<file path="src/isa_pkg.sv">
package isa_pkg;

   //////////////////////////////////////////////////////////////////////////////
   // Instruction fields
   //////////////////////////////////////////////////////////////////////////////

   localparam int WORD_W     = 16;
   localparam int REG_IDX_W  = 3;
   localparam int OPCODE_W   = 5;
   localparam int OPCODE_MSB = 15;
   localparam int OPCODE_LSB = 11;
   // Store source register
   localparam int SRC_MSB    = 7;
   localparam int SRC_LSB    = 5;

   typedef logic [WORD_W-1:0]    word_t;
   typedef logic [REG_IDX_W-1:0] reg_idx_t;

   // Only the opcodes the memory stage cares about, the rest pass through
   typedef enum logic [OPCODE_W-1:0] {
      OP_ST   = 5'b10000,
      OP_LD   = 5'b10001,
      OP_SLBI = 5'b10010,
      OP_STU  = 5'b10011
   } opcode_e;

   typedef enum logic [1:0] {
      MEM_NONE,
      MEM_LOAD,
      MEM_STORE
   } mem_op_e;

   // SLBI shares the 100xx prefix but never touches memory
   function automatic mem_op_e decode_mem_op(opcode_e op);
      mem_op_e cls;
      case (op)
         OP_LD:         cls = MEM_LOAD;
         OP_ST, OP_STU: cls = MEM_STORE;
         default:       cls = MEM_NONE;
      endcase
      return cls;
   endfunction

endpackage

</file>
<file path="src/pipe_pkg.sv">
package pipe_pkg;

   import isa_pkg::*;

   //////////////////////////////////////////////////////////////////////////////
   // Pipeline bundles around the memory stage
   //////////////////////////////////////////////////////////////////////////////

   // Execute to memory, 65 bits
   typedef struct packed {
      word_t instruction;
      word_t incr_pc;
      // Execute result, also the memory address
      word_t xcomp;
      // Register file value of the store source
      word_t store_data;
      logic  reg_wrt;
   } xm_bundle_t;

   // Memory to writeback, 65 bits
   typedef struct packed {
      word_t instruction;
      word_t incr_pc;
      word_t xcomp;
      // Zero unless the op was a load
      word_t read_data;
      logic  reg_wrt;
   } mw_bundle_t;

   // Register file write from writeback, 20 bits
   typedef struct packed {
      logic     valid;
      reg_idx_t rd;
      word_t    data;
   } wb_write_t;

endpackage

</file>
<file path="src/mem_ctrl_fsm.sv">
`timescale 1ns/1ns

module mem_ctrl_fsm import isa_pkg::*; (
   input  logic    clk,
   input  logic    arst_n,
   input  logic    in_valid,
   input  logic    out_ready,
   input  opcode_e in_opcode,
   input  logic    timer_done,
   input  logic    result_full,
   output logic    in_ready,
   output logic    load_en,
   output logic    timer_start,
   output logic    mem_en,
   output logic    mem_wr,
   output logic    result_load,
   output mem_op_e mem_op
);

   typedef enum logic [1:0] {
      IDLE,
      WAIT_MEM,
      ACCESS,
      RESULT
   } state_e;

   state_e  state;
   state_e  state_d;
   mem_op_e op_dec;
   mem_op_e op_q;
   logic    ready_q;
   logic    accept;

   assign op_dec = decode_mem_op(in_opcode);
   assign accept = in_valid && ready_q;

   //////////////////////////////////////////////////////////////////////////////
   // Next state
   //////////////////////////////////////////////////////////////////////////////

   always_comb begin
      state_d = state;
      case (state)
         IDLE: begin
            if (accept) begin
               state_d = (op_dec == MEM_NONE) ? RESULT : WAIT_MEM;
            end
         end
         WAIT_MEM: begin
            if (timer_done) begin
               state_d = ACCESS;
            end
         end
         ACCESS: state_d = RESULT;
         // Leave once the output handshake empties the register
         RESULT: begin
            if (result_full && out_ready) begin
               state_d = IDLE;
            end
         end
         default: state_d = IDLE;
      endcase
   end

   always_ff @(posedge clk or negedge arst_n) begin
      if (!arst_n) begin
         state   <= IDLE;
         op_q    <= MEM_NONE;
         ready_q <= 1'b0;
      end else begin
         state   <= state_d;
         // Ready only while sitting in IDLE, never in the reset cycle
         ready_q <= (state_d == IDLE);
         if (accept) begin
            op_q <= op_dec;
         end
      end
   end

   //////////////////////////////////////////////////////////////////////////////
   // Control outputs
   //////////////////////////////////////////////////////////////////////////////

   assign in_ready    = ready_q;
   assign load_en     = accept;
   assign timer_start = accept && (op_dec != MEM_NONE);
   assign mem_en      = (state == ACCESS);
   assign mem_wr      = (state == ACCESS) && (op_q == MEM_STORE);
   // One pulse, the register is empty on entry to RESULT
   assign result_load = (state == RESULT) && !result_full;
   assign mem_op      = op_q;

endmodule

</file>
<file path="src/mem_wait_timer.sv">
`timescale 1ns/1ns

module mem_wait_timer #(
   parameter int MEM_LATENCY = 3
) (
   input  logic clk,
   input  logic arst_n,
   input  logic start,
   output logic done
);

   localparam int CNT_W = $clog2(MEM_LATENCY + 1);
   // Done shows in the last wait cycle, so count from latency minus one
   localparam logic [CNT_W-1:0] LOAD_VAL = CNT_W'(MEM_LATENCY - 1);

   logic [CNT_W-1:0] count;
   logic             busy;

   always_ff @(posedge clk or negedge arst_n) begin
      if (!arst_n) begin
         count <= '0;
         busy  <= 1'b0;
      end else if (busy) begin
         if (count == '0) begin
            busy <= 1'b0;
         end else begin
            count <= count - 1'b1;
         end
      end else if (start) begin
         busy  <= 1'b1;
         count <= LOAD_VAL;
      end
   end

   assign done = busy && (count == '0);

endmodule

</file>
<file path="src/store_fwd_unit.sv">
`timescale 1ns/1ns

module store_fwd_unit import isa_pkg::*, pipe_pkg::*; (
   input  logic      clk,
   input  logic      arst_n,
   input  wb_write_t wb_write,
   input  reg_idx_t  src_reg,
   input  word_t     rf_data,
   output word_t     store_word
);

   //////////////////////////////////////////////////////////////////////////////
   // Writeback history, two deep
   //////////////////////////////////////////////////////////////////////////////

   wb_write_t hist_new;
   wb_write_t hist_old;
   logic      hit_new;
   logic      hit_old;

   // Shifts only on a real write, idle cycles keep the history
   always_ff @(posedge clk or negedge arst_n) begin
      if (!arst_n) begin
         hist_new <= '0;
         hist_old <= '0;
      end else if (wb_write.valid) begin
         hist_old <= hist_new;
         hist_new <= wb_write;
      end
   end

   //////////////////////////////////////////////////////////////////////////////
   // Store data select
   //////////////////////////////////////////////////////////////////////////////

   assign hit_new = hist_new.valid && (hist_new.rd == src_reg);
   assign hit_old = hist_old.valid && (hist_old.rd == src_reg);

   // Newest match wins
   always_comb begin
      if (hit_new) begin
         store_word = hist_new.data;
      end else if (hit_old) begin
         store_word = hist_old.data;
      end else begin
         store_word = rf_data;
      end
   end

endmodule

</file>
<file path="src/data_mem.sv">
`timescale 1ns/1ns

module data_mem import isa_pkg::*; #(
   parameter int ADDR_BITS = 8
) (
   input  logic                 clk,
   input  logic                 arst_n,
   input  logic                 en,
   input  logic                 wr,
   input  logic [ADDR_BITS-1:0] addr,
   input  word_t                wdata,
   output word_t                rdata
);

   localparam int DEPTH = 2 ** ADDR_BITS;

   word_t mem [DEPTH];

   // Word array
   always_ff @(posedge clk) begin
      if (en && wr) begin
         mem[addr] <= wdata;
      end
   end

   // Registered read port, holds between reads
   always_ff @(posedge clk or negedge arst_n) begin
      if (!arst_n) begin
         rdata <= '0;
      end else if (en && !wr) begin
         rdata <= mem[addr];
      end
   end

endmodule

</file>
<file path="src/mem_result_reg.sv">
`timescale 1ns/1ns

module mem_result_reg import isa_pkg::*, pipe_pkg::*; (
   input  logic       clk,
   input  logic       arst_n,
   input  logic       load_en,
   input  xm_bundle_t in_bundle,
   input  word_t      store_word,
   input  logic       result_load,
   input  word_t      read_data,
   input  logic       out_ready,
   output xm_bundle_t latched,
   output mw_bundle_t out_bundle,
   output logic       out_valid,
   output logic       result_full
);

   logic full;
   logic is_load;

   // Input latch, store data replaced by the forwarded word
   always_ff @(posedge clk) begin
      if (load_en) begin
         latched            <= in_bundle;
         latched.store_data <= store_word;
      end
   end

   assign is_load = decode_mem_op(opcode_e'(latched.instruction[OPCODE_MSB:OPCODE_LSB]))
                    == MEM_LOAD;

   //////////////////////////////////////////////////////////////////////////////
   // Writeback side
   //////////////////////////////////////////////////////////////////////////////

   always_ff @(posedge clk) begin
      if (result_load) begin
         out_bundle.instruction <= latched.instruction;
         out_bundle.incr_pc     <= latched.incr_pc;
         out_bundle.xcomp       <= latched.xcomp;
         out_bundle.read_data   <= is_load ? read_data : '0;
         out_bundle.reg_wrt     <= latched.reg_wrt;
      end
   end

   always_ff @(posedge clk or negedge arst_n) begin
      if (!arst_n) begin
         full <= 1'b0;
      end else if (result_load) begin
         full <= 1'b1;
      end else if (full && out_ready) begin
         full <= 1'b0;
      end
   end

   assign out_valid   = full;
   assign result_full = full;

endmodule

</file>
<file path="src/mem_stage_top.sv">
`timescale 1ns/1ns

module mem_stage_top import isa_pkg::*, pipe_pkg::*; #(
   parameter int ADDR_BITS   = 8,
   parameter int MEM_LATENCY = 3
) (
   input  logic       clk,
   input  logic       arst_n,
   input  xm_bundle_t in_bundle,
   input  logic       in_valid,
   output logic       in_ready,
   input  wb_write_t  wb_write,
   output mw_bundle_t out_bundle,
   output logic       out_valid,
   input  logic       out_ready
);

   // Control
   logic load_en;
   logic timer_start;
   logic timer_done;
   logic mem_en;
   logic mem_wr;
   logic result_load;
   logic result_full;

   // Data
   word_t      store_word;
   word_t      mem_rdata;
   xm_bundle_t latched;

   //////////////////////////////////////////////////////////////////////////////
   // Control path
   //////////////////////////////////////////////////////////////////////////////

   mem_ctrl_fsm mem_ctrl_fsm_i (
      .clk         (clk),
      .arst_n      (arst_n),
      .in_valid    (in_valid),
      .out_ready   (out_ready),
      .in_opcode   (opcode_e'(in_bundle.instruction[OPCODE_MSB:OPCODE_LSB])),
      .timer_done  (timer_done),
      .result_full (result_full),
      .in_ready    (in_ready),
      .load_en     (load_en),
      .timer_start (timer_start),
      .mem_en      (mem_en),
      .mem_wr      (mem_wr),
      .result_load (result_load),
      .mem_op      ()
   );

   mem_wait_timer #(
      .MEM_LATENCY (MEM_LATENCY)
   ) mem_wait_timer_i (
      .clk    (clk),
      .arst_n (arst_n),
      .start  (timer_start),
      .done   (timer_done)
   );

   //////////////////////////////////////////////////////////////////////////////
   // Data path
   //////////////////////////////////////////////////////////////////////////////

   store_fwd_unit store_fwd_unit_i (
      .clk        (clk),
      .arst_n     (arst_n),
      .wb_write   (wb_write),
      .src_reg    (in_bundle.instruction[SRC_MSB:SRC_LSB]),
      .rf_data    (in_bundle.store_data),
      .store_word (store_word)
   );

   // Address is the low bits of the execute result
   data_mem #(
      .ADDR_BITS (ADDR_BITS)
   ) data_mem_i (
      .clk    (clk),
      .arst_n (arst_n),
      .en     (mem_en),
      .wr     (mem_wr),
      .addr   (latched.xcomp[ADDR_BITS-1:0]),
      .wdata  (latched.store_data),
      .rdata  (mem_rdata)
   );

   mem_result_reg mem_result_reg_i (
      .clk         (clk),
      .arst_n      (arst_n),
      .load_en     (load_en),
      .in_bundle   (in_bundle),
      .store_word  (store_word),
      .result_load (result_load),
      .read_data   (mem_rdata),
      .out_ready   (out_ready),
      .latched     (latched),
      .out_bundle  (out_bundle),
      .out_valid   (out_valid),
      .result_full (result_full)
   );

endmodule

</file>
<file path="config.mk">
export PLATFORM = sky130hd
export DESIGN_NAME = mem_stage_top
export DESIGN_NICKNAME = d
export VERILOG_FILES = /design/src/isa_pkg.sv /design/src/pipe_pkg.sv /design/src/mem_ctrl_fsm.sv /design/src/mem_wait_timer.sv /design/src/store_fwd_unit.sv /design/src/data_mem.sv /design/src/mem_result_reg.sv /design/src/mem_stage_top.sv
export SDC_FILE = /design/constraint.sdc
export NUM_CORES = 2
export LEC_CHECK = 0
export BUFFER_PORTS_ARGS = -buffer_cell sky130_fd_sc_hd__buf_2
export CORE_MARGIN = 8
export CORE_UTILIZATION = 55
export DETAILED_ROUTE_END_ITERATION = 12
export HOLD_SLACK_MARGIN = 0.05
export PLACE_DENSITY = 0.74
export SETUP_SLACK_MARGIN = 0.3
export SLEW_MARGIN = 20
export SYNTH_ARGS = -nofsm -noshare
export SYNTH_HDL_FRONTEND = slang
export SYNTH_HIERARCHICAL = 1
export SYNTH_SLANG_ARGS = --single-unit
</file>
<file path="constraint.sdc">
create_clock -name clk -period 4.2 [get_ports clk]
set_input_delay 0.63 -clock clk [delete_from_list [all_inputs] [get_ports clk]]
set_output_delay 0.63 -clock clk [all_outputs]
set_load 0.01 [all_outputs]
</file>
==> run_results.csv <==
group,metric,value,unit
worst_hold_path,hp-class,"input port to register",
setup_path,critPathKind,"register to register",
clocking,cts_root_buffer,"clkbuf_16",
power_and_ir_drop,seqPwrFrac,0.512,
outcome,status,"finished, final reports clean",
timing,max_slew_margin,0.166,
synth,synthArstFlopShare,0.0151,
timing,min_period,4.04,ns
placement,place_hpwl,272000,um
global_routing,first_global_vias,85166,
setup_path,worstPathRequired,4.98,ns
detailed_routing,drc_errors,0,
die,initial_core_util,0.552,
die,pin_count,156,
clocking,clock_sinks,4291,
synth,synth_seq_area_share,0.778,
clocking,clk_latency,0.98,ns
synth,synth_edf_count,4226,
setup_path,arrival,4.82,ns
clocking,cts_made_buffers,415,
power_and_ir_drop,sw_frac_of_total,0.240,
power_and_ir_drop,pwr-share-comb,0.101,
global_routing,grt_use_total,0.282,
global_routing,grt_pass1_wl,639000,um
synth,ys.warnings.count,6,
cells_and_area,final_common_cell,"edfxtp_1",
synth,syn_area,165000,um2
timing,rsz0062_at_grt,"true",
cells_and_area,num-fill-cells,19255,
detailed_routing,routed_wl,456000,um
cells_and_area,final_layout_size_suffix_gt1_frac,0.296,
timing,whs,0.0965,ns
synth,synth_ff_type,"edfxtp_1",
global_routing,overflow,0,
global_routing,grt_start_max_net_pins,188,
clocking,cts_tree,"done",
power_and_ir_drop,power.clock.fraction,0.387,
setup_path,setup.worst_path.start_class,"register",
cells_and_area,seqCellArea,129000,um2
timing,slew_viol_final,0,
timing,worst_clock_skew,0.0821,ns
placement,portBuffers,155,
synth,netlist_instances,7477,
timing,final_hold_viol_count,0,
timing,fmax,248,MHz
timing,worst_slew_pin_slew,1.25,ns
synth,postSynthAreaPerCell,22.1,um2
setup_path,critPathCaptureType,"register",
timing,setup_viol,0,
die,dieArea,318000,um2
detailed_routing,drt-vias-per-instance,6.79,
placement,gp_congestion,0.912,
power_and_ir_drop,p_switching,22800,uW
cells_and_area,multiInputGateArea,34300,um2
die,fp.coreArea,299000,um2
global_routing,antenna_found_initial,20,
detailed_routing,drtIter0Drc,13312,
cells_and_area,final_nets,8410,
placement,place_area,174000,um2
run,cap_violations,0,
clocking,htreeDepth,5,
synth,ys_ff_latch,4291,
timing,period_share,0.962,
die,die_w,564,um
synth,ys_types,85,
detailed_routing,first_pass_iters,6,
setup_path,cp_max_fo,50,
clocking,ctsLongestPathBuffers,4,
cells_and_area,final_area,189000,um2
power_and_ir_drop,p_leak,0.0605,uW
power_and_ir_drop,power_density,505,nW/um2
synth,synth_nets,7567,
detailed_routing,num_vias,85798,
cells_and_area,syn_to_final_growth,14.2,%
cells_and_area,layout_common_cells,"edfxtp_1, mux4_2, buf_4",
die,row_count,201,
power_and_ir_drop,irDropWorstVdd,0.430,mV
detailed_routing,ant_nets,0,
clocking,cts.clk_slew.worst_paths,0.06,ns
power_and_ir_drop,p_int,72400,uW
detailed_routing,avgRoutedWirePerCell,36.1,um
die,die_h,564,um
==> metal layers <==
layer / global-route usage / wire [um]
met1: 0.377 / 156000
met2: 0.436 / 211000
met3: 0.0746 / 60100
met4: 0.142 / 28500
met5: 0.00271 / 137
==> final timing paths <==
check | from | to | slack (ns) | cells past startpoint
setup reg to reg | mem_result_reg_i/latched[18] | data_mem_i/rdata[15] | 0.16 | 9
hold reg to reg | mem_result_reg_i/latched[43] | mem_result_reg_i/out_bundle[43] | 0.41 | 0
max in group asynchronous | arst_n | store_fwd_unit_i/hist_old[7] | 2.93 | 3
min in group asynchronous | arst_n | data_mem_i/rdata[11] | 0.29 | 2
hold / removal | in_bundle[12] | mem_result_reg_i/latched[12] | 0.1 | 3
setup / recovery | mem_result_reg_i/latched[18] | data_mem_i/rdata[15] | 0.16 | 9
==> stage by stage <==
step	setup WS (ns)	util	power [uW]	TNS (ns)	cells
2_1_floorplan	0.154	-	55100	0	7477
5_1_grt	0.167	0.630	97300	0	12629
3_5_place_dp	-0.0669	0.582	58900	-0.0669	11784
4_1_cts	0.214	0.630	95300	0	12623
3_3_place_gp	-0.247	0.582	58700	-0.247	11783
6_report	0.160	0.630	95200	0	12638
==> registers in the layout, summed over array words and instances (netlist names) <==
register	cells
mem_result_reg_i/latched	65
mem_result_reg_i/out_bundle	65
mem_wait_timer_i/count	2
mem_result_reg_i/out_valid	1
mem_ctrl_fsm_i/in_ready	1
store_fwd_unit_i/hist_old	20
mem_wait_timer_i/busy	1
store_fwd_unit_i/hist_new	20
data_mem_i/rdata	16
mem_ctrl_fsm_i/mem_op	2
mem_ctrl_fsm_i/state	2
data_mem_i/mem	4096
==> synth_stat cells (all sizes together) (7+ instances only) <==
cell type / n / share of area
edfxtp: 4226 / 0.77
mux4: 973 / 0.13
nor2: 345 / 0.0079
mux2i: 334 / 0.020
buf: 285 / 0.013
nand2: 151 / 0.0035
clkbuf: 145 / 0.0033
a22oi: 139 / 0.0063
o21ai: 102 / 0.0031
nand3: 96 / 0.0029
a21oi: 89 / 0.0027
mux2: 79 / 0.0054
o22ai: 73 / 0.0028
dfrtp: 65 / 0.0099
nor3: 42 / 0.0013
a221oi: 25 / 0.0014
nor4: 23 / 0.00087
nand4: 19 / 0.00081
a22o: 18 / 0.00095
o221ai: 18 / 0.00095
nor2b: 17 / 0.00064
a31oi: 16 / 0.00061
and3: 14 / 0.00053
inv: 12 / 0.00027
o2111ai: 12 / 0.00064
o22a: 12 / 0.00064
a32oi: 11 / 0.00058
o211ai: 11 / 0.00050
a211oi: 9 / 0.00041
and4bb: 9 / 0.00068
nand2b: 8 / 0.00030
nor4bb: 7 / 0.00042
o31ai: 7 / 0.00032
==> repair_timing <==
item | CTS | global route
setup endpoints to repair | 7 | 8
gates resized for setup | 11 | 12
hold buffers | 74 | 0
buffers inserted | 0 | 0
pin swaps | 1 | 0
endpoints found under the hold margin | 102 | 0
==> cell type report <==
type                       count  share of cell area
inverter                      13            0.000345
timing repair buffer         856              0.0394
antenna                       12            0.000159
tap                         3958              0.0263
clock buffer                 501              0.0572
multi-input combinational   2743               0.182
sequential                  4291               0.681
clock inverter               264              0.0136
==> critical path, cell delays in order, from the launching register on <==
cell      delay [ns]
edfxtp_1        0.42
buf_4           0.37
buf_12          0.33
nand4b_1        0.44
o22ai_1         0.25
nor4_1          0.39
o21ai_0         0.36
nor4_2          0.44
o311a_1         0.58
o32ai_1         0.22
==> power groups by stage <==
stage / registers (uW) / logic [uW] / clock network [uW]
after global routing: 48700 / 9900 / 38700
after global placement: 49600 / 9070 / 0
after floorplan: 50500 / 4690 / 0
after CTS: 48700 / 9440 / 37100
after detailed placement: 49600 / 9300 / 0
final: 48700 / 9650 / 36900
==> cells by family (layout without fill, tap and decap cells) <==
group,count (synthesis),in the layout,synth area share
mux,1386,1386,0.158
xor+xnor,6,6,0.000318
compound gates,588,588,0.0245
fa+ha+maj,1,1,0.0000758
other cells,0,12,0
buf+inv,443,1634,0.0170
flops,4291,4291,0.778
simple gates,762,762,0.0214
(Power assumes the default switching activity.)
